==> src/source/dcache_pkg.sv <==
// dcache_pkg: shared geometry, widths and address layout of the two-way data cache
package dcache_pkg;

    ////////////////////////////////////////
    // geometry
    ////////////////////////////////////////
    localparam int word_width     = 32;
    localparam int index_width    = 4;
    localparam int offset_width   = 2;
    localparam int byte_width     = 2;
    localparam int words_per_line = 1 << offset_width;
    localparam int num_sets       = 1 << index_width;
    localparam int line_width     = word_width * words_per_line;
    localparam int strb_width     = word_width / 8;
    localparam int tag_width      = 32 - index_width - offset_width - byte_width;

    ////////////////////////////////////////
    // address views
    ////////////////////////////////////////
    typedef struct packed {
        logic [tag_width-1:0]    tag;
        logic [index_width-1:0]  index;
        logic [offset_width-1:0] word;
        logic [byte_width-1:0]   byte_off;
    } dcache_addr_f_t;

    // same 32 bits, either as the bus word or split into fields
    typedef union packed {
        logic [31:0]    raw;
        dcache_addr_f_t f;
    } dcache_addr_u;

    // two ways, so one bit names a way
    typedef logic way_t;

endpackage

==> src/source/dcache_req_buffer.sv <==
// dcache_req_buffer: holds the accepted core request while the cache works on it
module dcache_req_buffer (
    input  logic                                clk,
    input  logic                                rstn,
    input  logic                                buf_we,
    input  dcache_pkg::dcache_addr_u            in_addr,
    input  logic [dcache_pkg::word_width-1:0]   in_wdata,
    input  logic [dcache_pkg::strb_width-1:0]   in_wstrb,
    input  logic                                in_write,
    output dcache_pkg::dcache_addr_u            addr,
    output logic [dcache_pkg::word_width-1:0]   wdata,
    output logic [dcache_pkg::strb_width-1:0]   wstrb,
    output logic                                write
);

    // capture on the accepting edge, the core is free to move on after it
    always_ff @(posedge clk or negedge rstn) begin
        if (!rstn) begin
            // idle read of address zero
            addr.raw <= '0;
            wdata    <= '0;
            wstrb    <= '0;
            write    <= 1'b0;
        end else if (buf_we) begin
            addr  <= in_addr;
            wdata <= in_wdata;
            wstrb <= in_wstrb;
            write <= in_write;
        end
    end

endmodule

==> config.mk <==
export PLATFORM = sky130hd
export DESIGN_NAME = dcache_req_buffer
export DESIGN_NICKNAME = d
export VERILOG_FILES = /design/src/source/dcache_pkg.sv /design/src/source/dcache_req_buffer.sv
export SDC_FILE = /design/constraint.sdc
export NUM_CORES = 1
export LEC_CHECK = 0
export ABC_AREA = 1
export BUFFER_PORTS_ARGS = -buffer_cell sky130_fd_sc_hd__buf_2
export CAP_MARGIN = 0
export CORE_MARGIN = 4
export CORE_UTILIZATION = 35
export DETAILED_ROUTE_END_ITERATION = 7
export MAX_ROUTING_LAYER = met4
export PLACE_DENSITY = 0.71
export SYNTH_ARGS = -nofsm -noshare
export SYNTH_HDL_FRONTEND = slang
export SYNTH_SLANG_ARGS = --single-unit
==> constraint.sdc <==
create_clock -name clk -period 0.8 [get_ports clk]
set_input_delay 0.16 -clock clk [delete_from_list [all_inputs] [get_ports clk]]
set_output_delay 0.16 -clock clk [all_outputs]
set_load 0.02 [all_outputs]
==> Yosys cells after proc, flatten, opt, wreduce, memory -nomap -nowiden <==
Index checks and enable logic that the tools add are counted.
{ "totals": {"in_bits": 72, "ff_bits": 69, "output_inout_bits": 69, "wordCells": 4} }

==> Logic depth before layout (Yosys ltp) <==
{ "depth": {"word_depth": 0, "ltp_mapped": 6, "mapped_depth_nobuf": 3} }

==> Worst setup path before layout <==
No wires, ideal clock.
{ "synth_timing": {"path_type": "in2reg", "from": "input port buf_we", "to": "register addr[19] in the netlist's numbering", "required_time_ns": 0.683, "n_path_buf": 3, "path_stages": 5, "t_arrival_ns": 0.670, "path_slack_ns": 0.013, "path_cell_list": "buf_4 -> buf_6 -> buf_4 -> nand2_1 -> nand2_1"} }
{ "synth_lines": {"columns": ["item", "line_no", "text"], "rows": [
  ["start: declaration", "dcache_req_buffer.sv:5", "input logic buf_we,"],
  ["end signal: assignment", "dcache_req_buffer.sv:25", "addr <= in_addr;"],
  ["end: declaration", "dcache_req_buffer.sv:10", "output dcache_pkg::dcache_addr_u addr,"]
]} }

==> Final worst setup path <==
{ "layout_timing": {"from": "register wdata[17] in the netlist's numbering", "to": "output port wdata[17] in the netlist's numbering"} }
{ "layout_lines": {"columns": ["item", "line_no", "text"], "rows": [
  ["start: declaration", "dcache_req_buffer.sv:11", "output logic [dcache_pkg::word_width-1:0] wdata,"],
  ["start signal: assignment", "dcache_req_buffer.sv:26", "wdata <= in_wdata;"]
]} }
No word-level cell between the ends.

==> summary.md <==
| Metric | Value |
|---|---|
| Status | finished, violations left |
| Failing checks | negative setup slack |
| IO Port Bufs | 140 |
| RSZ-0062 raised after global routing | true |
| Leak | 2.420 nW |
| Worst Path Class, Setup | reg2out |
| Critical Path Max Stage Delay | 0.41 ns |
| Avg WL per Cell | 12.26 µm |
| Fraction of layout cells with a size suffix above 1 | about two fifths |
| Clk_lat worst skew | 0.32 ns |
| Post-synth cell types | 6 |
| Starting density of the core | around 36% |
| Syn_area_per_cell | 8.934 µm² |
| Most Crowded Layer GR | met2 |
| Warnings from Yosys | 0 |
| Syn Std Cell Area | 2609 µm² |
| Antenna viol nets, final | 0 |
| Setup-failing EPs final | 74 |
| Clock power frac | 29.7% |
| Highest clock rate | 0.9621 GHz |
| DP HPWL | 4545 µm |
| Maximum VDD drop | 818.7 µV |
| Sequential Power Share | 47.2% |
| TritonCTS clock tree | yes |
| CP endpoint kind | output pin |
| Leading area contributor after synthesis | dfrtp_1 |
| Pre-CTS setup slack | -0.1045 ns |
| Comb power frac | between 20% and 30% |
| Cell Rows | 31 |
| Post-route worst setup slack | -0.2394 ns |
| Min Clock Period, post-route | 1.039 ns |
| CP bufs+invs | 1 |
| Antenna violations before repair | 0 |
| CP Cell Sequence | buf_6 |
| Clock-pin slew on the worst setup and hold paths | 0.07 ns |
| Initial DRT Pass Iterations | 4 |
| Post-Syn Nets | roughly 360 |
| Grt total ovfl | 0 |
| Register area share after synthesis | 66.19% |
| Synth top area cells | dfrtp_1 (66%), nand2_1 (30%), buf_2 (1.9%) |
| First-pass GRT wire length | roughly 11,000 µm |
| DRC viols | 0 |
| Slew HR | 74.53% |
| Critical Path RT | 0.64 ns |
| Max-slew violation count | 0 |
| Int Power | ~6.2 mW |
| Met1 Track Usage GR | 18.91% |
| Max_cap viols | 0 |
| Max Buffers Root-to-Sink | 2 |
| All-layer global routing usage | 16.37% |
| H-tree levels | 3 |
| Met2 Resource Use GR | 26.60% |
| Number of global-route vias before repair | 2,466 |
| Die Wd | 94.34 µm |
| Cell area after layout | 4254 µm² |
| Cells after Synth | 292 |
| Worst-Margin Slew | 0.3820 ns |
| M3 GR Usage | roughly 4.9% |
| Core Util, Final | 58.65% |
| Setup TNS | -15.37 ns |
| Critical Path AT | 0.88 ns |
| Worst Skew | 0 ns |
| Clock sinks | 69 |
| Area delta synth->final | 63.07% |
| Vias per cell | 4.258 |
| Switch share | about 28% |
| Vias | between 2,000 and 2,500 |
| Hold Path Class | in2reg |
| Final Hold Viols | 0 |
| Largest net degree at the start of global routing | 39 |
| WL final | 6927 µm |
| Die area | just under 9000 µm² |
| Most frequent cells in the layout | nand2_1 (206), buf_2 (71), dfrtp_1 (69), buf_6 (69), buf_4 (29) |
| Final period util | 129.9% |
| Sw Pwr | 2.381 mW |
| Nets | 534 |
| Root Buffer | clkbuf_8 |
| Area of the core | ~7300 µm² |
| Drt initial violations | between 50 and 60 |
| Post-Place Cell Area | 3430 µm² |
| Ant diodes | 0 |
| Startpoint types | flop |
| Slowest cell on the critical path | dfrtp_1 |
| Top cell type's share of synthesized area | 66.19% |
| Family with the most delay on the worst path | flip-flops |
| Die height | roughly 94 µm |
| CTS Buf Count | 9 |
| Worst Path Max Fanout | 2 |
| Commonest non-fill, non-tap cell in the layout | nand2_1 |
| I/O Pins | between 100 and 150 |
| Gp weighted congestion | between 0.7 and 0.8 |
| WHS | 0.02239 ns |
| PD cells | 2012 nW/µm² |
| Flip-flop and latch count after synthesis | 69 |
==> cell usage after synthesis <==
master,number
buf_2,10
buf_4,2
buf_6,3
dfrtp_1,69
inv_4,1
nand2_1,207
==> flip-flops by register name, indices dropped and copies added (netlist names) <==
register  count
addr         32
wdata        32
wstrb         4
write         1
==> layout make-up <==
cell class,instances,area [µm²]
sequential,69,1727
timing repair buffer,174,1440
fill,622,2999
multi-input combinational,207,779.5
clock buffer,14,172.7
tap,99,123.9
inverter,1,6.256
clock inverter,1,5.005
==> layer usage <==
metal  up-vias  share of wire [%]
met4         0                1.5
met3        10                8.5
li1       1207                  -
met2        97                 48
met5         -                  0
met1      1092                 42
==> worst paths after layout <==
kind | from | end | slack [ns] | depth (start not counted)
min in group asynchronous | rstn | write | 0.37 | 3
min reg2reg | addr[27] | addr[27] | 0.49 | 2
max reg2reg | wdata[31] | wdata[31] | -0.06 | 4
min | in_wdata[2] | wdata[2] | 0.02 | 3
max in group asynchronous | rstn | addr[1] | 0.23 | 3
max | wdata[17] | wdata[17] | -0.24 | 1
==> metrics by stage <==
stage          power, mW  std cells
3_3_place_gp       5.441        522
2_1_floorplan      4.789        292
3_5_place_dp       5.466        522
6_report           8.561        565
5_1_grt            9.018        565
4_1_cts            8.588        554
==> power by group through the flow <==
stage          clock (mW)  combinational (mW)  sequential, mW
5_1_grt              2.80                2.15            4.06
3_3_place_gp            0                1.43            4.02
6_report             2.54                1.98            4.04
4_1_cts              2.64                1.92            4.03
2_1_floorplan           0               0.379            4.41
3_5_place_dp            0                1.45            4.02
==> kinds of logic (layout without fill, tap and decap cells) <==
logic type	after synthesis	after routing	synth area share, %
simple gates	207	207	29.78
buf+inv	16	190	4.029
flops	69	69	66.19
==> repair_timing <==
item / CTS / global route
setup buffers: 16 / 11
endpoints found under the setup margin: 69 / 69
hold endpoints to repair: 69 / 0
hold buffers: 1 / 0
gates resized for setup: 138 / 1
Note: power is estimated with default switching activity, not from simulation.
