[src/source/dcache_pkg.sv]
// dcache_pkg: shared geometry, widths and address layout of the two-way data cache
package dcache_pkg;

    ////////////////////////////////////////
    // geometry
    ////////////////////////////////////////
    localparam int word_width     = 32;
    localparam int index_width    = 4;
    localparam int offset_width   = 2;
    localparam int byte_width     = 2;
    localparam int words_per_line = 1 << offset_width;
    localparam int num_sets       = 1 << index_width;
    localparam int line_width     = word_width * words_per_line;
    localparam int strb_width     = word_width / 8;
    localparam int tag_width      = 32 - index_width - offset_width - byte_width;

    ////////////////////////////////////////
    // address views
    ////////////////////////////////////////
    typedef struct packed {
        logic [tag_width-1:0]    tag;
        logic [index_width-1:0]  index;
        logic [offset_width-1:0] word;
        logic [byte_width-1:0]   byte_off;
    } dcache_addr_f_t;

    // same 32 bits, either as the bus word or split into fields
    typedef union packed {
        logic [31:0]    raw;
        dcache_addr_f_t f;
    } dcache_addr_u;

    // two ways, so one bit names a way
    typedef logic way_t;

endpackage

[src/source/dcache_lru.sv]
// dcache_lru: one bit per set naming the least recently used of the two ways
module dcache_lru (
    input  logic                                clk,
    input  logic                                rstn,
    input  logic [dcache_pkg::index_width-1:0]  index,
    input  logic                                use0,
    input  logic                                use1,
    output dcache_pkg::way_t                    victim
);
    import dcache_pkg::*;

    // bit set means way 1 is the older one
    logic [num_sets-1:0] lru_bits;

    always_ff @(posedge clk or negedge rstn) begin
        if (!rstn) begin
            lru_bits <= '0;
        end else if (use0) begin
            lru_bits[index] <= 1'b1;
        end else if (use1) begin
            lru_bits[index] <= 1'b0;
        end
    end

    assign victim = lru_bits[index];

    // controller marks at most one way per cycle
    a_single_use: assert property (@(posedge clk) disable iff (!rstn) !(use0 && use1));

endmodule

[config.mk]
export PLATFORM = sky130hd
export DESIGN_NAME = dcache_lru
export DESIGN_NICKNAME = d
export VERILOG_FILES = /design/src/source/dcache_pkg.sv /design/src/source/dcache_lru.sv
export SDC_FILE = /design/constraint.sdc
export NUM_CORES = 1
export LEC_CHECK = 0
export BUFFER_PORTS_ARGS = -buffer_cell sky130_fd_sc_hd__buf_2
export CORE_ASPECT_RATIO = 0.8
export CORE_MARGIN = 5
export CORE_UTILIZATION = 42
export DETAILED_ROUTE_END_ITERATION = 10
export SLEW_MARGIN = 20
export SYNTH_ARGS = -nofsm -noshare
export SYNTH_HDL_FRONTEND = slang
export SYNTH_SLANG_ARGS = --single-unit
[constraint.sdc]
create_clock -name clk -period 1.7 [get_ports clk]
set_clock_uncertainty 0.2 [all_clocks]
set_input_delay 0.085 -clock clk [delete_from_list [all_inputs] [get_ports clk]]
set_output_delay 0.085 -clock clk [all_outputs]
set_load 0.05 [all_outputs]
Yosys cells after proc, flatten, opt, wreduce, memory -nomap -nowiden
Index checks and enable logic that the tools add are counted.
- register bits after elaboration: 16
- input port bits: 8
- output and inout port bits: 1
- word-level logic and storage cells: 14
- order comparisons: 2
- muxes and demuxes: 6
- bitwise logic cells: 3
- reductions and logical operators: 2
- operators by type and width (kind ; number):
    $mux 16 ; 2
    $and 16x16->16 ; 1
    $not 16->16 ; 1
    $or 16x16->16 ; 1
    $lt 4x5->1 const B ; 1
    $bmux 1 s4 ; 1
    $demux 1 s4 ; 1
    $ge 4x1->1 const B ; 1
    $mux 1 ; 2
    $reduce_bool 2->1 ; 1
    $logic_and 1x1->1 ; 1

Longest topological paths before layout
Gate-level depths: netlist of run 1.
- depth in word-level cells: 8
- mapped depth: 4
- depth with buffers taken out: 3

Least setup slack after synthesis of run 1
OpenSTA, ideal clock, no wires.
- path type: flip-flop to output port
- start point: register with a tool-made name
- end point: output victim
- data arrival time: 1.380 ns
- data required time: 1.415 ns
- setup slack: 0.035 ns
- stages on the path, launching flop included: 4
- buffers on the path: 0
- cell sequence: dfrtp_1 mux4_2 a22oi_2 nand3_1
- RTL lines (item ; line ; text):
    to (decl) ; dcache_lru.sv:8 ; output dcache_pkg::way_t victim

==> results of run 1 <==
per-layer routing:
layer,track usage,up-vias,wire (um)
met5,0,-,0
met4,0.0424,0,16
met3,0.0605,2,143
met2,0.190,15,776
met1,0.177,291,818
li1,-,292,-
placed cells by master (no fill, tap or decap):
master | Yosys | routed
nor3_1 | 7 | 7
o21ai_2 | 0 | 1
buf_2 | 4 | 6
nand2b_1 | 2 | 2
mux4_1 | 2 | 2
clkbuf_4 | 0 | 4
nand4_1 | 1 | 1
nand2_1 | 2 | 2
o21ba_2 | 1 | 1
mux2_2 | 16 | 16
nor2_1 | 4 | 4
dfrtp_1 | 16 | 16
buf_4 | 0 | 3
a22oi_2 | 1 | 1
nor4_1 | 2 | 2
o211ai_1 | 1 | 1
mux4_2 | 2 | 2
nand3_1 | 5 | 5
nor2b_1 | 2 | 2
o21bai_1 | 1 | 1
dlygate4sd3_1 | 0 | 2
buf_6 | 1 | 1
power breakdown:
group	internal, mW	total (mW)	switching, mW
registers	0.472	0.518	0.0468
clock network	0.0822	0.186	0.104
logic	0.148	0.260	0.112
final cells by class:
| class | count | area [sq um] | share of cell area |
|---|---|---|---|
| multi-input combinational | 50 | 450 | 0.453 |
| sequential | 16 | 400 | 0.403 |
| timing repair buffer | 13 | 91.3 | 0.0918 |
| tap | 24 | 30.0 | 0.0302 |
| clock buffer | 3 | 22.5 | 0.0226 |
synthesized netlist by cell type:
master / instances
dfrtp_1: 16
mux2_2: 16
nor3_1: 7
nand3_1: 5
buf_2: 4
nor2_1: 4
mux4_1: 2
mux4_2: 2
nand2_1: 2
nand2b_1: 2
nor2b_1: 2
nor4_1: 2
a22oi_2: 1
buf_6: 1
clkbuf_1: 1
clkbuf_2: 1
nand4_1: 1
o211ai_1: 1
o21ai_0: 1
o21ba_2: 1
o21bai_1: 1
worst paths after layout:
| check | slack [ps] | endpoint | cells after the start |
|---|---|---|---|
| max | -150 | victim | 4 |
| min reg2reg | 310 | flip-flop | 1 |
| max reg2reg | 740 | flip-flop | 1 |
| min | 40 | async pin | 2 |
| max in group asynchronous | 1010 | async pin | 2 |
| min in group clk | 60 | flip-flop | 3 |
timing repair:
item / in CTS / in global routing
pin swaps: 1 / 1
hold buffers: 2 / 0
buffers inserted: 0 / 0
gates resized for setup: 2 / 3
endpoints found under the setup margin: 1 / 5
hold endpoints to repair: 22 / 0
cell families (layout without fill, tap and decap cells):
family                 count (synthesis)  in the layout  share of synthesized area
buffers and inverters                  7             16                     0.0451
muxes                                 20             20                      0.313
DFF                                   16             16                      0.451
AOI/OAI and AO/OA                      5              5                     0.0480
and+or+nand+nor                       25             25                      0.142
==> impl_results.md, run 1 <==
* Area growth syn-to-layout at 12.1%
* HP Class: in2async
* Number of global-route vias before repair at slightly above 600
* Critical Path AT at between 1500 and 2000 ps
* Clock Path Buffers at 2
* Setup Crit Path Kind: reg2out
* PortBufs at 8
* Latest clock arrival within the worst-skew pair at between 200 and 300 ps
* Vias per std cell at 5.66
* Ant. Diodes at 0
* Post-layout util at 0.512
* I/O pin count at 9
* Grt ovf at 0
* Critical Path RT at roughly 1400 ps
* Crit-path max cell delay at ~500 ps
* Worst path top cell family by delay: multiplexers
* Largest net degree at the start of global routing at 17
* CTS H-tree depth at 1
* RSZ-0062 raised after global routing: true
* Share of the synthesized area in the top cell type at 0.451
* Overall routing resource usage at 0.132
* Pwr/cell area at just under 1000 nW/um^2
* Initial antenna violation count at 0
* First-pass GRT wire length at roughly 3.0 mm
* Post-Place Cell Area at between 900 and 1000 sq um
* Syn_nets at 81
* Setup ws final at -153 ps
* Distinct cells, synth at 21
* Routability congestion estimate at 0.821
* Pre-CTS WS at around 90 ps
* Syn Inst Count at between 70 and 80
* Fillers at about 180
* Starting Density at 0.456
* Die X at just over 60 um
* Period minus WS final at between 1500 and 2000 ps
* Worst Setup End Kind: output port
* Setup violations, final at 1
* Syn avg cell area at 12.2 sq um
* Area contributors post-synth: dfrtp_1, mux2_2, mux4_1
* Synthesis Warnings at 0
* # nets final at 92
* Hold slack at around 40 ps
* FP Rows at 14
* CTS tree: yes
* Worst Path Buf+Inv at 1
* Iteration count of the initial detailed-routing pass at 4
* DRT iter0 DRCs at 16
* Total Wirelength at roughly 1.8 mm
* Slew margin rel. at 0.699
* Detailed Place HPWL at about 1.4 mm
* Clock Sinks at 16
* Peak Freq at about 540 MHz
* Synth area leader: dfrtp_1
* Setup crit start kind: flip-flop
* Wire length per cell at 16.6 um
* Post-Place Cells at 101
* Core Region at about 2000 sq um
* Total Power at slightly below 1 mW
* Fraction of layout instances using a drive strength above 1 at 0.427
* Status: complete, but fails checks
* Final Hold Fails at 0
* Die H at approximately 50 um
* Mapped Area at 887 sq um
* CTS buffer count at 3
* Fin. max-slew vios at 0
* CP max FO at 2
* Worst-path cell chain: mux4_2, a22oi_2, nand3_1, buf_6
* Number of synthesized register bits at 16
* Maximum vdd drop at 0.688 mV
* Fin crit share at 1.09
* Finished Layout Cells at 106
* Die area at approximately 3100 sq um
* Slowest CP cell: mux4_2
* Slew @ Worst Pin at between 400 and 500 ps
* LEAKAGE at between 0.4 and 0.5 nW
* Drt drc at 0
* Via count at 600
* Maxcap violations at 0
* Sequential element share of the synthesized area at 0.451
* Clock tree root driver cell: clkbuf_4
* Clock transition at the registers of the reported paths at about 80 ps
* Violated checks: negative setup slack
* Antenna Violating Nets Remaining at 0
* Total negative slack at -153 ps
* Final Cell Area at ~1000 sq um
Note: power is estimated with default switching activity, not from simulation.
==> run 2, diff against run 1 <==
--- a/config.mk
+++ b/config.mk
@@ -6,9 +6,9 @@
 export NUM_CORES = 1
 export LEC_CHECK = 0
 export BUFFER_PORTS_ARGS = -buffer_cell sky130_fd_sc_hd__buf_2
-export CORE_ASPECT_RATIO = 0.8
 export CORE_MARGIN = 5
 export CORE_UTILIZATION = 42
+export CTS_BUF_LIST = sky130_fd_sc_hd__clkbuf_8
 export DETAILED_ROUTE_END_ITERATION = 10
 export SLEW_MARGIN = 20
 export SYNTH_ARGS = -nofsm -noshare
==> impl_results.md, run 2 (synthesized netlist as in run 1, its figures left out) <==
* Setup crit start kind: flip-flop
* DRT iter0 DRCs at 26
* Total Wirelength at ~1.8 mm
* Fin. max-slew vios at 0
* Worst Setup End Kind: output port
* Detailed Place HPWL at roughly 1.3 mm
* LEAKAGE at 0.415 nW
* HP Class: in2async
* Maximum vdd drop at approximately 0.74 mV
* Final Cell Area at approximately 1000 sq um
* Via count at approximately 630
* Overall routing resource usage at 0.126
* Maxcap violations at 0
* Starting Density at 0.448
* Wire length per cell at 16.2 um
* Setup violations, final at 1
* Number of global-route vias before repair at about 680
* Vias per std cell at between 5 and 6
* Pwr/cell area at ~1100 nW/um^2
* Grt ovf at 0
* PortBufs at 8
* Total Power at 1.11 mW
* Fin crit share at 1.08
* First-pass GRT wire length at around 3.1 mm
* Largest net degree at the start of global routing at 17
* Worst R2R Setup Slack at around 730 ps
* Latest clock arrival within the worst-skew pair at around 250 ps
* Area growth syn-to-layout at 14.4%
* Ant. Diodes at 0
* Die X at around 56 um
* Setup ws final at -143 ps
* Final Hold Fails at 0
* Iteration count of the initial detailed-routing pass at 4
* Status: complete, but fails checks
* Die area at 3130 sq um
* # Post-CTS Setup Buffers at 0
* Routability congestion estimate at 0.780
* Slew margin rel. at 0.673
* CTS buffer count at 3
* CTS tree: yes
* RSZ-0062 raised after global routing: true
* # nets final at between 90 and 100
* Clock Sinks at 16
* Peak Freq at 543 MHz
* Clock Path Buffers at 2
* Core Region at approximately 2000 sq um
* Clock tree root driver cell: clkbuf_8
* Pre-CTS WS at between 40 and 50 ps
* Initial antenna violation count at 0
* Period minus WS final at between 1500 and 2000 ps
* Post-layout util at 0.512
* Critical Path AT at 1560 ps
* Drt drc at 0
* FP Rows at 16
* Die H at between 50 and 60 um
* Slew @ Worst Pin at between 400 and 500 ps
* Setup Crit Path Kind: reg2out
* Finished Layout Cells at approximately 110
* Leading cell types in the layout, fill and taps excluded: mux2_2, dfrtp_1, nor3_1, buf_2, nand3_1
* Violated checks: negative setup slack
* CTS H-tree depth at 1
* Antenna Violating Nets Remaining at 0
* Fillers at about 180
* Clock transition at the registers of the reported paths at 70 ps
* Post-Place Cells at around 100
* CP max FO at 2
* Fraction of layout instances using a drive strength above 1 at 0.427
* Post-Place Cell Area at between 900 and 1000 sq um
* I/O pin count at 9
* Critical Path RT at 1410 ps
## run 2: final cells by class
cell class | count | area (sq um) | share of cell area
multi-input cells | 50 | 447 | 0.440
repair buffers | 12 | 78.8 | 0.0777
well taps | 27 | 33.8 | 0.0333
flip-flops and latches | 16 | 400 | 0.395
clock buffers | 4 | 55.1 | 0.0543
## run 2: per-layer routing
layer / track usage / routed length (um)
met1: 0.157 / 820
met2: 0.200 / 822
met3: 0.0394 / 116
met4: 0.0508 / 8
met5: 0 / 0
## run 2: path summary, 6_finish.rpt
check / startpoint / end / depth (start not counted)
hold reg to reg: flip-flop / flip-flop / 1
hold / removal: rstn / async pin / 2
min in group clk: index[2] / flip-flop / 3
setup reg to reg: flip-flop / flip-flop / 1
setup / recovery: flip-flop / victim / 4
max in group asynchronous: rstn / async pin / 2
## run 2: timing repair
| item | CTS | global route |
|---|---|---|
| gates resized for setup | 2 | 0 |
| cloned | 0 | 0 |
| pin swaps | 1 | 1 |
| endpoints found under the setup margin | 1 | 1 |
| hold buffers | 1 | 0 |
| hold endpoints to repair | 16 | 0 |
## run 2: per-stage QoR
step           hold WS (ps)  setup TNS (ps)
2_1_floorplan          -411               0
3_3_place_gp           -185               0
3_5_place_dp           -179               0
4_1_cts                88.5            -137
5_1_grt                 120            -189
6_report               78.4            -143
## run 2: report_power, final
part	leakage (nW)	internal (mW)	total (mW)	switching [mW]
Sequential	0.193	0.472	0.515	0.0427
Clock	0.0288	0.205	0.339	0.133
Combinational	0.193	0.146	0.260	0.114
Total	0.415	0.823	1.11	0.290
## run 2: worst max-delay path, stage by stage, from the launching register on
cell     delay [ps]
dfrtp_1         390
mux4_2          470
a22oi_2         170
nand3_1         110
buf_6           170
