File: config.mk
export PLATFORM = sky130hd
export DESIGN_NAME = dcache_ctrl
export DESIGN_NICKNAME = d
export VERILOG_FILES = /design/src/source/dcache_pkg.sv /design/src/source/dcache_ctrl.sv
export SDC_FILE = /design/constraint.sdc
export NUM_CORES = 1
export LEC_CHECK = 0
export BUFFER_PORTS_ARGS = -buffer_cell sky130_fd_sc_hd__clkbuf_2
export CAP_MARGIN = 20
export CORE_AREA = 5 5 146 148
export CTS_CLUSTER_SIZE = 28
export DETAILED_ROUTE_END_ITERATION = 10
export DIE_AREA = 0 0 151 153
export PLACE_DENSITY = 0.5
export SETUP_SLACK_MARGIN = 0.3
export SYNTH_ARGS = -nofsm -noshare
export SYNTH_HDL_FRONTEND = slang
export SYNTH_SLANG_ARGS = --single-unit
File: constraint.sdc
create_clock -name clk -period 1.8 [get_ports clk]
set_clock_uncertainty 0.15 [all_clocks]
set_input_delay 0.18 -clock clk [delete_from_list [all_inputs] [get_ports clk]]
set_output_delay 0.18 -clock clk [all_outputs]
set_load 0.01 [all_outputs]
File: src/source/dcache_pkg.sv
// dcache_pkg: shared geometry, widths and address layout of the two-way data cache
package dcache_pkg;

    ////////////////////////////////////////
    // geometry
    ////////////////////////////////////////
    localparam int word_width     = 32;
    localparam int index_width    = 4;
    localparam int offset_width   = 2;
    localparam int byte_width     = 2;
    localparam int words_per_line = 1 << offset_width;
    localparam int num_sets       = 1 << index_width;
    localparam int line_width     = word_width * words_per_line;
    localparam int strb_width     = word_width / 8;
    localparam int tag_width      = 32 - index_width - offset_width - byte_width;

    ////////////////////////////////////////
    // address views
    ////////////////////////////////////////
    typedef struct packed {
        logic [tag_width-1:0]    tag;
        logic [index_width-1:0]  index;
        logic [offset_width-1:0] word;
        logic [byte_width-1:0]   byte_off;
    } dcache_addr_f_t;

    // same 32 bits, either as the bus word or split into fields
    typedef union packed {
        logic [31:0]    raw;
        dcache_addr_f_t f;
    } dcache_addr_u;

    // two ways, so one bit names a way
    typedef logic way_t;

endpackage

File: src/source/dcache_ctrl.sv
// dcache_ctrl: cache FSM for lookup, read refill, write-through and the memory handshake
module dcache_ctrl (
    input  logic                                clk,
    input  logic                                rstn,
    input  logic                                req_valid,
    output logic                                req_ready,
    output logic                                buf_we,
    input  logic                                write,
    input  dcache_pkg::dcache_addr_u            addr,
    input  logic [dcache_pkg::word_width-1:0]   wdata,
    input  logic [dcache_pkg::strb_width-1:0]   wstrb,
    input  logic                                hit0,
    input  logic                                hit1,
    input  dcache_pkg::way_t                    victim,
    output logic [1:0]                          way_we,
    output logic                                replace,
    output logic                                use0,
    output logic                                use1,
    input  logic [dcache_pkg::word_width-1:0]   rword0,
    input  logic [dcache_pkg::word_width-1:0]   rword1,
    output logic                                resp_valid,
    output logic [dcache_pkg::word_width-1:0]   resp_rdata,
    output logic                                mem_req,
    output logic                                mem_wr,
    output logic [31:0]                         mem_addr,
    output logic [dcache_pkg::word_width-1:0]   mem_wdata,
    output logic [dcache_pkg::strb_width-1:0]   mem_wstrb,
    input  logic                                mem_addr_ok,
    input  logic                                mem_data_ok,
    input  logic [dcache_pkg::line_width-1:0]   mem_rdata
);
    import dcache_pkg::*;

    localparam logic [2:0] st_idle        = 3'd0;
    localparam logic [2:0] st_lookup      = 3'd1;
    localparam logic [2:0] st_miss_r      = 3'd2;
    localparam logic [2:0] st_miss_r_wait = 3'd3;
    localparam logic [2:0] st_miss_w      = 3'd4;
    localparam logic [2:0] st_hit_w       = 3'd5;

    logic [2:0]   state;
    logic [2:0]   next_state;
    logic         done;
    dcache_addr_u line_addr;

    always_ff @(posedge clk or negedge rstn) begin
        if (!rstn) begin
            state <= st_idle;
        end else begin
            state <= next_state;
        end
    end

    ////////////////////////////////////////
    // memory side
    ////////////////////////////////////////
    // refill reads fetch from the start of the line
    always_comb begin
        line_addr            = addr;
        line_addr.f.word     = '0;
        line_addr.f.byte_off = '0;
    end

    assign mem_addr  = mem_wr ? addr.raw : line_addr.raw;
    assign mem_wdata = wdata;
    assign mem_wstrb = wstrb;

    ////////////////////////////////////////
    // next state and outputs
    ////////////////////////////////////////
    always_comb begin
        next_state = state;
        done       = 1'b0;
        req_ready  = 1'b0;
        buf_we     = 1'b0;
        way_we     = 2'b00;
        replace    = 1'b0;
        use0       = 1'b0;
        use1       = 1'b0;
        resp_valid = 1'b0;
        resp_rdata = '0;
        mem_req    = 1'b0;
        mem_wr     = 1'b0;
        case (state)
            st_idle: begin
                done = 1'b1;
            end
            st_lookup: begin
                if ((hit0 || hit1) && !write) begin
                    resp_valid = 1'b1;
                    resp_rdata = hit0 ? rword0 : rword1;
                    use0       = hit0;
                    use1       = !hit0;
                    done       = 1'b1;
                end else if (hit0 || hit1) begin
                    // cache copy updated now, memory copy via write-through
                    way_we  = {!hit0, hit0};
                    use0    = hit0;
                    use1    = !hit0;
                    mem_req = 1'b1;
                    mem_wr  = 1'b1;
                    if (mem_addr_ok) begin
                        done = 1'b1;
                    end else begin
                        next_state = st_hit_w;
                    end
                end else if (!write) begin
                    mem_req    = 1'b1;
                    next_state = mem_addr_ok ? st_miss_r_wait : st_miss_r;
                end else begin
                    // no allocate, word goes to memory only
                    mem_req = 1'b1;
                    mem_wr  = 1'b1;
                    if (mem_addr_ok) begin
                        done = 1'b1;
                    end else begin
                        next_state = st_miss_w;
                    end
                end
            end
            st_miss_r: begin
                mem_req = 1'b1;
                if (mem_addr_ok) begin
                    next_state = st_miss_r_wait;
                end
            end
            st_miss_r_wait: begin
                if (mem_data_ok) begin
                    replace        = 1'b1;
                    way_we[victim] = 1'b1;
                    use0           = (victim == 1'b0);
                    use1           = (victim == 1'b1);
                    resp_valid     = 1'b1;
                    resp_rdata     = mem_rdata[addr.f.word*word_width +: word_width];
                    done           = 1'b1;
                end
            end
            st_miss_w, st_hit_w: begin
                mem_req = 1'b1;
                mem_wr  = 1'b1;
                if (mem_addr_ok) begin
                    done = 1'b1;
                end
            end
            default: begin
                next_state = st_idle;
            end
        endcase

        // last cycle of an operation, a new request may be taken here
        if (done) begin
            req_ready  = 1'b1;
            buf_we     = req_valid;
            next_state = req_valid ? st_lookup : st_idle;
        end
    end

    // tags of one set never match in both ways
    a_one_hit: assert property (@(posedge clk) disable iff (!rstn) !(hit0 && hit1));

    // request held with a stable address until the memory takes it
    a_req_hold: assert property (@(posedge clk) disable iff (!rstn)
        mem_req && !mem_addr_ok |=> mem_req && $stable(mem_addr));

endmodule

# Word-level counts from Yosys, hierarchy flattened
# Index checks and enable logic that the tools add are counted.
# totals
ff_bits	3
input_bits	269
out_inout_bits	110
elab_cells	71
# classes
magnitude_cmp	2
eq_ne	10
n_shift	1
muxes	46
bitwise_logic	1
reduce_logical	10
# ops
op	count
indexed part select 128 x 8 -> 32 bit	1
two-way mux 32 bit	3
one-hot mux 32 bit (2 select lines)	1
two-way mux 1 bit	22
two-way mux 3 bit	7
one-hot mux 1 bit (2 select lines)	5
one-hot mux 3 bit (3 select lines)	1
inequality test 4 bit (second input constant)	2
equality test 3 x 2 -> 1 bit (second input constant)	2
equality test 3 bit (second input constant)	2
two-way mux 2 bit	3
inequality test 3 bit (second input constant)	2
AND reduction 5 bit	1
two-way mux 4 bit	1
one-hot mux 1 bit (4 select lines)	1
one-hot mux 2 bit (2 select lines)	1
OR reduction 4 bit	1
equality test 3 x 1 -> 1 bit (second input constant)	1
zero test 3 bit	1
OR reduction 3 bit	1
logical AND 1 bit	2
zero test 1 bit	2
less-than comparator 1 x 2 -> 1 bit (second input constant)	1
inequality test 2 x 1 -> 1 bit (second input constant)	1
other kinds (5)	5

# Logic depth before layout (Yosys ltp)
# Gate-level depths: netlist of the first run.
# logic_depth
ltp_word	7
depth_mapped	5
mapped_depth_nobuf	4

# Worst setup path after synthesis of the first run
# OpenSTA, ideal clock, no wires.
# synth_path
kind	register -> register
startpoint	reg state[0]
endpoint	reg state[0]
setup_time_ps	125
t_arrival_ps	1347
t_required_ps	1525
path_slack_ps	177
path_stages_with_launch	6
path_buffers	1
synth_period_minus_slack_ps	1623
path_cell_list	dfrtp_1 -> buf_6 -> and2b_1 -> o31ai_2 -> a31o_4 -> mux2_4
# synth_between
elab_chain_len	5
elab_cells_between_ends	17
cone_classes	eq/ne: 10; mux: 3; reduce/logical: 4
# synth_lines
item	line	text
start, declared	dcache_ctrl.sv:41	logic [2:0] state;
start signal, assigned	dcache_ctrl.sv:48	state <= st_idle;
start signal, assigned	dcache_ctrl.sv:50	state <= next_state;
equality test 3 bit	dcache_ctrl.sv:84	case (state)
OR reduction 2 bit	--	
one-hot mux 1 bit (4 select lines)	dcache_ctrl.sv:84	
inequality test 4 bit (no line) (tied with other cells)	--	
AND reduction 5 bit (no line)	--	
# Several ways; a longest one is shown, not always the timed one.
# A chain may end at the register's enable or synchronous reset.

# Final worst setup path of the first run
# layout_path
startpoint	reg state[1]
endpoint	out way_we[1]
# layout_between
elab_chain_len	2
elab_cells_between_ends	3
cone_classes	eq/ne: 2; mux: 1
# layout_lines
item	line	text
equality test 3 x 2 -> 1 bit or equality test 3 x 1 -> 1 bit (tied branches)	dcache_ctrl.sv:84	
one-hot mux 2 bit (2 select lines) *	dcache_ctrl.sv:84	
end, declared	dcache_ctrl.sv:15	output logic [1:0] way_we,
# Every way passes the cells marked *; elsewhere a longest branch is shown, timed or not.

==> impl.org, run 1 <==
** Outcome
- The flow ran to the end, but the final reports show violations.
- The checks that failed: setup timing.

** STA
- Static timing analysis puts the maximum clock frequency at 535.2 MHz.
- Period minus WS final :: 1.868 ns
- Final worst-path cycle share :: 1.038
- Once routing completed, OpenROAD measured the worst setup slack at -0.06843 ns.
- Slew at the pin closest to its max-slew limit :: 0.4161 ns
- Measured against its own limit, the worst slew margin works out to 0.7147.
- Final hold analysis gives a worst-case slack of 0.06566 ns.
- Hold violation total from the final report :: 0
- Final-report setup violation count :: 33
- Setup repair after global routing could not meet its margin everywhere.
- Final-report max-slew violation count :: 0

** Cells and area
- In the final layout, the registers with the most flip-flops are state: 3 flops.
- Final standard cell utilization of the core :: 0.2191
- Area overhead of the layout relative to synthesis :: 87.27%
- Ant diodes :: 0
- Largest Register :: state
- Net count of the finished layout :: 701
- Fraction of final layout cells with drive strength greater than 1 :: 0.8701
- The register with the most flip-flops in the layout has 3 of them.
- Once layout is complete, the cells apart from fillers number 701.

** Worst setup path
- Cell depth of the worst flop-to-flop path :: 7
- Endpoint of the most critical setup path :: way_we[1]
- On the critical path, the stage with the largest delay is an instance of dfrtp_2.
- Worst reg-to-reg setup slack :: -0.03 ns
- Origin of the critical flop-to-flop path :: state[1]
- Walking the worst path, the cells encountered are or3b_4 -> or2_1 -> a21oi_2 -> buf_2.
- Crit Path Class :: flop to output port
- In this run the worst path has a maximum fanout of 5.
- The worst setup path is captured at an output port.
- Crit path arrival time :: 1.54 ns
- Crit-path max cell delay :: 0.44 ns
- Worst R2R End :: state[0]
- STA classifies the critical path startpoint as a flop.
- Req. time, crit path :: 1.47 ns
- Start point of the critical path :: state[1]

** Drt
- Post-detailed-route count of antenna-violating nets :: 0
- DRC violations left :: 0
- The first detailed-routing pass ran for 4 iterations.
- In this run, the number of DRC markers left after iteration 0 of detailed routing was 82.
- Final wirelength :: 12420 um
- Dividing the detail-routed via count by the number of cells gives 3.839.
- Detailed routing inserted a total of 2691 vias.
- In the final routed layout, each cell accounts on average for 17.71 um.

** Floorplan
- The die covers 23100 um^2.
- Number of top-level design ports :: 379
- In this run the standard cell core region covers 19910 um^2.
- For this configuration, the core starts out at a cell density of 0.1170.
- The floorplan has 52 rows.
- Die X :: 151 um
- The die is 153 um tall.

** Global routing
- Entering global routing, the biggest net connects 24 pins.
- In this run the most used layer during global routing was met2.
- The via count of the first global-routing pass came to 2851.
- Global Route met1 Usage :: 0.1213
- For this run, global-route usage on met2 was measured as 0.1629.
- Number of antenna violations at the first check in global routing :: 0
- Summed over all layers, the global routing overflow is 0.
- First-pass GRT wire length :: 16820 um
- In the global route stage, overall resource usage came out at 0.09460.
- For met3 alone, demand over resource in global routing was 0.01954.

** Clocking
- CTS sink count :: 3
- Number of buffers added by the clock tree synthesis step :: 3
- Worst-path clk slew :: 0.03 ns
- Worst-skew pair later-pin latency :: 0.22 ns
- Number of H-tree levels :: 1
- TritonCTS clock tree :: done
- The root buffer cell chosen for the clock tree is clkbuf_16.
- The clock passes through at most 2 buffers.

** Synthesis
- Of the post-synthesis cell area, the dominant cell type holds 0.3093.
- #FFs+latches synth :: 3
- Fraction of registers with async set/reset :: 1.000
- Yosys Warn Count :: 0
- Synthesized instance count :: 227
- Synthesized net count :: 496
- Post-synthesis cell type with the largest combined area :: mux4_2
- For this run, the register share of the synthesized area comes to 0.03222.
- The mapped netlist covers 2330 um^2.
- List of most frequent post-synthesis cells :: buf_4 (64), mux2i_1 (32), mux4_2 (32), o2bb2ai_1 (32), buf_2 (13)
- Synthesized area divided by synthesized cell count :: 10.26 um^2
- Number of enable-type register cells in the synthesized netlist :: 0
- By area the synthesized netlist is led by mux4_2 (31%), buf_4 (21%), mux2i_1 (14%).
- For this run, the leading register cell type out of synthesis is dfrtp_1.
- Most frequently used cell type in the post-synthesis netlist :: buf_4
- Yosys mapped the design onto 33 distinct sky130hd cell types.

** Pwr
- IR Drop Worst-Case VDD :: 236.8 uV
- PnR Total Power :: 2.508 mW
- Dividing total power by cell area gives a power density of 574.9 nW/um^2.
- In this run the static leakage power is 2.091 nW.

** Min path
- The tightest min-delay check is of the input pin to flop type.
- The worst hold path was traced through 2 stages.
- The startpoint identified for the worst hold timing path is req_valid.

** Placed design
- Post-placement cell count :: 680
- Prior to clock tree synthesis, the placed netlist has a worst setup slack of 0.04812 ns.
- Routability congestion estimate from global placement :: 0.8023
- Detailed placement HPWL :: 10400 um
- Input and output buffers added on the ports amount to 250.

** Flow run
- Max-cap violations in this run came to 0.
per-layer routing:
layer / wire, um / vias to the layer above / part of all wire
met2: 6440 / 144 / 0.52
met5: 0 / - / 0
li1: - / 1235 / -
met4: 150 / 0 / 0.012
met1: 4952 / 1296 / 0.40
met3: 874 / 16 / 0.070
stage by stage:
step | setup TNS [ns] | instance area, um^2
2_1_floorplan | 0 | 2549
3_3_place_gp | 0 | 3690
3_5_place_dp | 0 | 3690
4_1_cts | -1.402 | 3943
5_1_grt | -3.152 | 4363
6_report | -0.7379 | 4363
kinds of logic (layout without fill, tap and decap cells):
kind of cell	Yosys count	count (layout)	share of synthesized area
compound gates	47	47	0.1676
buf+inv	87	291	0.2728
flops	3	3	0.03222
mux	65	65	0.4533
simple gates	25	25	0.07411
layout make-up:
type	instances	area (um^2)
Fill cell	2213	15550
Sequential cell	3	78.83
Inverter	2	20.02
Tap cell	270	337.8
Clock buffer	4	78.83
Multi-Input combinational cell	137	2044
Timing Repair Buffer	285	1803
critical path, delay by kind of cell (launching register included):
kind	cells	cell delay, ns
buf+inv	1	0.14
compound gates	1	0.11
simple gates	2	0.62
flops	1	0.44
how the worst min path moves through the flow:
stage / endpoint
floorplan: state[0]
global placement: state[0]
detailed placement: state[0]
CTS: state[0]
global route: state[0]
finish: state[0]
timing repair:
| action | 4_1_cts | 5_1_grt |
|---|---|---|
| hold buffers | 1 | 0 |
| resized for setup | 27 | 83 |
| endpoints found under the hold margin | 3 | 0 |
| gates cloned | 1 | 3 |
| endpoints found under the setup margin | 47 | 48 |
| buffers inserted | 6 | 6 |
| pin swaps | 4 | 16 |
power by group:
part	internal [mW]	switching, mW
logic	1.11	0.917
registers	0.0943	0.0378
clock network	0.292	0.0582
total	1.50	1.01
placed cells by master (no fill, tap or decap), types with 3 or more instances in the layout:
cell type / n
a21oi_2: 4
and2_1: 4
buf_12: 8
buf_2: 25
buf_4: 15
buf_6: 21
clkbuf_16: 6
clkbuf_2: 211
dfrtp_2: 3
mux2i_1: 32
mux4_2: 32
nor2_4: 3
o2bb2ai_2: 20
o2bb2ai_4: 11
Power figures use the tool's default switching activity.
==> run 2: changes to the inputs <==
- REMOVE_ABC_BUFFERS: default -> 1
==> run 2 against run 1 <==
Net effect:
- the flow still finishes with violations (setup timing)
- final area down 14%
- worst hold slack worse by 0.0065 ns
- fmax up 0.96%
- critical path type unchanged
- largest cell class unchanged
- combinational power down 21%
- final cell count down 1.6%
- routed wire length up 21%
- via count down 0.85%
- largest power group unchanged
- first-iteration DRC count down 39%
- critical path depth unchanged
- core utilization down 3.1 points
==> impl.org, run 2 (same netlist as run 1, synthesis figures left out) <==
** Worst setup path
- In this run the critical register-to-register path is captured at state[0].
- Critical path capture point type :: output port
- Crit path arrival time :: 1.52 ns (-0.02 ns)
- STA classifies the critical path startpoint as a flop.
- Following the worst setup path forward leads to its endpoint at way_we[1].
- The maximum net fanout on the critical path is 7 (+2).
- Req. time, crit path :: 1.47 ns (about the same)
- Crit Path Class :: flop to output port
- The worst reg-to-reg setup slack is 0.09 ns (+0.12 ns).
- The critical path starts at state[1].
- The path depth of the worst reg2reg path is 6 (-1).
- The worst register-to-register path begins at state[1].

** Cells and area
- The fraction of final layout cells sized beyond drive strength 1 is 0.7810 (-0.08912).
- The final instance area came to 3750 um^2 (-14%).
- Net count of the finished layout :: 690 (-1.6%)
- The final instance count without filler cells is 690 (-1.6%).
- The largest registers in the layout are state: 3 flops.
- Largest Register :: state
- From synthesis to final layout, the design area changed by 60.96%.
- The library cell used most frequently in the layout, excluding fill and tap cells, is clkbuf_2.
- Ant diodes :: 0 (unchanged)
- Largest register FFs :: 3 (unchanged)
- Commonest cells after routing, fill and taps aside :: clkbuf_2 (216), buf_2 (33), mux4_2 (32), mux2i_1 (32), o2bb2ai_1 (29)

** Floorplan
- The row count is 52 (unchanged).
- The effective utilization at floorplan is 0.1170 (unchanged).
- Die X :: 151 um (unchanged)
- The die height was 153 um (unchanged).
- The area enclosed by the die boundary is 23100 um^2 (unchanged).
- The core region area was 19910 um^2 (unchanged).
- Number of top-level design ports :: 379 (unchanged)

** STA
- Final worst-path cycle share :: 1.028 (-0.009862)
- Top achievable clock speed :: 540.3 MHz (+0.96%)
- The sum of negative setup slack was -0.7259 ns (+0.01204 ns).
- Hold violation total from the final report :: 0 (unchanged)
- The relative max-transition margin came to 0.7994 (+0.08468).
- Setup repair after global routing could not meet its margin everywhere.
- The total of endpoints with negative setup slack in the final report came to 35 (+6.1%).
- The number of pins with negative max-slew slack in the final report was 0 (unchanged).
- Period minus WS final :: 1.851 ns (-0.01775 ns)
- The least setup slack across all paths after layout is -0.05068 ns (+0.01775 ns).
- The measured slew at the worst slew-check pin was 0.3010 ns (-0.1151 ns).

** Drt
- The DRC violation total after the first TritonRoute iteration was 50 (-39%).
- The post-detailed-routing wire length was 15080 um (+21%).
- The first-pass detailed-route iteration total was 4 (unchanged).
- The average routed wire per standard cell was 21.86 um (+23%).
- Post-detailed-route count of antenna-violating nets :: 0 (unchanged)
- DRC violations left :: 0 (unchanged)
- The mean number of vias per cell is 3.867 (+0.73%).
- The total via count after detailed routing is 2668 (-0.85%).

** Global routing
- The wire length of the first global-routing pass was 19850 um (+18%).
- The total congestion overflow after global routing came to 0 (unchanged).
- The pin count of the biggest net entering global routing was 34 (+42%).
- The number of antenna violations at the first check in global routing is 0 (unchanged).
- Vias in the first global route :: 2973 (+4.3%)
- Met3 Usage GRT :: 0.1170 (+0.09742)
- GR Layer Usage met2 :: 0.1693 (+0.006380)
- The global routing stage identified its most utilized layer as met2.
- The overall routing resource usage is 0.1175 (+0.02286).
- Global Route met1 Usage :: 0.1254 (+0.004128)

** Placed design
- Post-placement cell count :: 676 (-0.59%)
- Number of buffer cells added on primary ports :: 250 (unchanged)
- Routability congestion estimate from global placement :: 0.8125 (+1.3%)
- Standard cell area after detailed placement :: 3471 um^2 (-5.9%)
- Detailed placement HPWL :: 13140 um (+26%)

** Clocking
- The CTS buffer count came to 3 (unchanged).
- CTS sink count :: 3 (unchanged)
- The source-to-sink clock delay at the later pin of the worst-skew pair came to 0.22 ns (about the same).
- Clock buffer depth :: 2 (unchanged)
- The number of H-tree branching levels came to 1 (unchanged).
- The clock-pin slew reported for the worst setup and hold paths after clock tree synthesis is 0.03 ns (about the same).
- Root Buffer :: clkbuf_16
- TritonCTS clock tree :: done

** Min path
- The tightest min-delay check is of the input pin to flop type.

** Pwr
- The cell leakage power was 1.889 nW (-9.7%).
- The total design power is 2.089 mW (-17%).
- IR Drop Worst-Case VDD :: 282.7 uV (+19%)
- The power density over the cells came to 557.0 nW/um^2 (-3.1%).

** Flow run
- Count of max-cap constraint violations :: 0 (unchanged)

** Outcome
- The checks that failed: setup timing.
- Run status :: complete, but fails checks
==> run 2: cell count changes in the layout (fill, tap and decap cells not counted), sizes merged <==
cell,delta
buf,-14
clkbuf,+3
==> run 2: layout make-up <==
cell class / instances / area (um^2)
Clock buffer: 4 / 78.83
Timing Repair Buffer: 274 / 1551
Sequential cell: 3 / 77.57
Fill cell: 2270 / 16160
Tap cell: 270 / 337.8
Multi-Input combinational cell: 137 / 1692
Inverter: 2 / 12.51
==> run 2: power by group <==
group / total (mW) / internal, mW / switching (mW)
clock: 0.351 / 0.292 / 0.0593
sequential: 0.126 / 0.0920 / 0.0342
combinational: 1.61 / 0.868 / 0.743
==> run 2: timing repair <==
item	CTS	global route
pin swaps	6	3
gates cloned	0	1
endpoints found under the hold margin	3	0
gates resized for setup	13	48
setup endpoints to repair	47	48
setup buffers	5	3
hold buffers	1	0
==> run 2: how the worst min path moves through the flow <==
stage | start | to | slack (ns) | cells after the start
6_report | req_valid | state[0] | 0.06 | 2
5_1_grt | req_valid | state[0] | 0.06 | 2
4_1_cts | req_valid | state[0] | 0.06 | 2
3_5_place_dp | rstn | state[0] | -0.16 | 1
3_3_place_gp | rstn | state[0] | -0.17 | 1
2_1_floorplan | rstn | state[0] | -0.27 | 0
==> run 2: stage by stage <==
stage	utilization	hold slack (ns)	worst slack [ns]
detailed placement	0.1743	-0.1623	0.07639
global placement	0.1743	-0.1674	0.06141
finish	0.1883	0.05919	-0.05068
global route	0.1883	0.06386	-0.1204
CTS	0.1831	0.05743	-0.06144
floorplan	-	-0.2656	-0.3032
==> run 2: layer usage <==
layer	wire length, um	up-vias
li1	-	1213
met1	5286	1191
met2	6177	250
met3	3386	12
met4	136	2
met5	94	-
==> run 2: worst max-delay path, cell delays in order, from the launching register on <==
cell,delay [ns]
dfrtp_2,0.45
or3b_1,0.38
or2_1,0.21
a21oi_1,0.11
buf_2,0.14
==> run 3: changes to the inputs <==
- CORE_AREA: 5 5 146 148 -> 2 2 147 149
- DIE_AREA: 0 0 151 153 -> 0 0 149 151
- PLACE_DENSITY: 0.5 -> 0.48
==> run 3 against run 2 <==
Net effect:
- die area is 2.6% lower
- via count increased by 4.3%
- clock power grew 1%
- first-iteration DRC count increased by 22%
- core utilization shrank 0.069 points
- register-to-register slack worse by 0.10 ns
- highest routed layer unchanged
- the flow still finishes with violations (setup timing)
- critical path type unchanged
- fmax about the same
- combinational power increased by 11%
- global-route usage is 0.14 points lower
==> impl.org, run 3 (same netlist as run 1, synthesis figures left out) <==
** Floorplan
- Number of cell rows :: 53 (+1.9%)
- The overall die width came to 149 um (-1.3%).
- DIE AREA :: 22500 um^2 (-2.6%)
- The die height came to 151 um (-1.3%).
- The effective utilization at floorplan is 0.1119 (-0.005133).
- The number of top-level pins is 379 (unchanged).
- The core region area was 20820 um^2 (+4.6%).

** Clocking
- The tree is rooted in a clkbuf_16.
- Clock buffer depth :: 2 (unchanged)
- The source-to-sink clock delay at the later pin of the worst-skew pair is 0.22 ns (about the same).
- The CTS buffer count was 3 (unchanged).
- The number of H-tree branching levels is 1 (unchanged).
- CTS sink count :: 3 (unchanged)
- TritonCTS clock tree :: done
- Worst-path clk slew :: 0.03 ns (about the same)

** Drt
- The routed length on met3 came to 3127 um (-7.6%).
- The first-pass detailed-route iteration total was 4 (unchanged).
- Routed wire length on met2 :: 6159 um (-0.29%)
- The routed metal-1 wirelength is 4873 um (-7.8%).
- Signal routing reaches up to met5.
- Post-detailed-route count of antenna-violating nets :: 0 (unchanged)
- Via/cell ratio :: 3.942 (+1.9%)
- The count of unresolved DRC violations after routing was 0 (unchanged).
- Final wirelength :: 14350 um (-4.8%)
- First-iteration detailed-routing DRC count :: 61 (+22%)
- The total via count after detailed routing was 2783 (+4.3%).
- Post-detailed-route wirelength per cell :: 20.33 um (-7.0%)

** Pwr
- PwrDens :: 579.2 nW/um^2 (+4.0%)
- Static Leak :: 1.952 nW (+3.3%)
- The worst-case vdd ir drop was 297.0 uV (+5.0%).

** Cells and area
- Commonest cells after routing, fill and taps aside :: clkbuf_2 (221), mux4_2 (32), mux2i_1 (32)
- Largest Register :: state
- Largest register FFs :: 3 (unchanged)
- The fraction of final layout cells sized beyond drive strength 1 is 0.8074 (+0.02647).
- In the final layout, the registers with the most flip-flops are state: 3 flops.
- Area overhead of the layout relative to synthesis :: 67.72%
- Total of fill cells in the finished design :: 2360 (+4.0%)
- The diode insertion count for antenna repair was 0 (unchanged).
- Leaving out fill and tap cells, the most frequent cell in the layout is clkbuf_2.
- Net count of the finished layout :: 701 (+1.6%)

** Outcome
- Failing checks :: setup timing
- Run status :: complete, but fails checks

** STA
- Setup repair after global routing could not meet its margin everywhere.
- The post-route clock period utilization came to 1.028 (about the same).
- The hold slack was 0.06302 ns (+0.003827 ns).
- The least setup slack across all paths after layout is -0.05066 ns (+0.00002420 ns).
- The number of pins with negative max-slew slack in the final report is 0 (unchanged).
- Final total negative setup slack :: -0.1462 ns (+0.5797 ns)
- Hold violation total from the final report :: 0 (unchanged)
- The measured slew at the worst slew-check pin came to 0.3863 ns (+0.08536 ns).
- Top achievable clock speed :: 540.3 MHz (about the same)
- Period minus WS final :: 1.851 ns (-0.00002420 ns)
- The relative max-transition margin is 0.7425 (-0.05691).
- The total of endpoints with negative setup slack in the final report was 13 (-63%).

** Placed design
- The detailed-placement wirelength estimate was 12610 um (-4.0%).
- Routability congestion estimate from global placement :: 0.7823 (-3.7%)
- The count of input and output buffers is 250 (unchanged).

** Min path
- The path class of the tightest hold or removal check is input pin to flop.
- Worst Hold Launch :: req_valid
- End point of the most critical hold path :: state[0]
- The cell depth of the worst hold path was 2 (unchanged).

** Flow run
- The count of max-cap constraint violations is 0 (unchanged).

** Worst setup path
- Worst R2R End :: state[0]
- The arrival time of the worst setup path came to 1.52 ns (about the same).
- Cell at the slowest stage of the critical path :: dfrtp_2
- The critical path's largest stage delay was 0.45 ns (about the same).
- Chain of cells forming the critical path :: or3b_4 -> or2_1 -> a21oi_1 -> buf_2
- Crit Path Class :: flop to output port
- Maximum net fanout on the critical path :: 7 (unchanged)
- The worst register-to-register path begins at state[0].
- The worst setup path is launched from a flop.
- The critical path data required time is 1.47 ns (about the same).
- The path depth of the worst reg2reg path was 7 (+1).
- The worst setup path is captured at an output port.
- The worst reg-to-reg setup slack is -0.01 ns (-0.10 ns).

** Global routing
- Vias in the first global route :: 2973 (unchanged)
- The total congestion overflow after global routing was 0 (unchanged).
- The number of antenna violations at the first check in global routing was 0 (unchanged).
- The overall routing resource usage came to 0.1160 (-0.001444).
- First-pass GRT wire length :: 18620 um (-6.2%)
- Largest net degree at the start of global routing :: 30 (-12%)
## run 3: cell count changes in the layout (fill, tap and decap cells not counted), moves of 2 or more
cell	delta
buf_2	-6
buf_4	+9
buf_6	+2
clkbuf_2	+5
o2bb2ai_1	-5
o2bb2ai_2	+5
## run 3: what timing repair did
action | in CTS | in global routing
gates resized for setup | 18 | 49
buffers inserted | 7 | 8
endpoints found under the setup margin | 48 | 48
pin swaps | 4 | 4
cloned | 0 | 1
hold buffers | 1 | 0
endpoints found under the hold margin | 3 | 0
## run 3: where the power goes
| part | internal (mW) | switching [mW] | leakage, nW |
|---|---|---|---|
| Sequential | 0.0943 | 0.0376 | 0.0348 |
| Clock | 0.292 | 0.0631 | 0.0382 |
| Combinational | 0.978 | 0.798 | 1.88 |
## run 3: stage by stage
step	std cells	utilization	total power, mW	instance area (um^2)	setup WS [ns]
2_1_floorplan	142	-	0.7914	1702	-0.3032
3_3_place_gp	685	0.1690	1.504	3520	0.06155
3_5_place_dp	685	0.1690	1.509	3520	0.04249
4_1_cts	697	0.1791	2.087	3730	-0.04746
5_1_grt	706	0.1877	2.420	3908	-0.09876
6_report	706	0.1877	2.263	3908	-0.05066
## run 3: critical path, delay by kind of cell, from the launching register on
family	cells	cell delay, ns
AOI/OAI and AO/OA	1	0.11
buffers and inverters	1	0.14
DFF	1	0.45
and+or+nand+nor	2	0.60
## run 3: area by class of cell
cell class,instances,area [um^2],area share
multi-input combinational,137,1737,0.4444
clock buffer,4,78.83,0.02017
sequential,3,78.83,0.02017
tap,275,344.1,0.08806
timing repair buffer,285,1657,0.4240
inverter,2,12.51,0.003202
## run 3: worst max path at each step
stage,start,endpoint,slack [ns],cells past startpoint
after global routing,state[1],way_we[1],-0.1,4
after CTS,state[1],way_we[1],-0.05,4
final,state[1],way_we[1],-0.05,4
after global placement,hit0,resp_rdata[4],0.06,6
after floorplan,state[1],resp_rdata[0],-0.30,3
after detailed placement,state[2],buf_we,0.04,5
## run 3: metal layers
layer  global-route usage  vias up
met3              0.09458       13
li1                     -     1225
met4             0.008095        2
met5              0.03182        -
met2               0.1869      267
met1               0.1210     1276
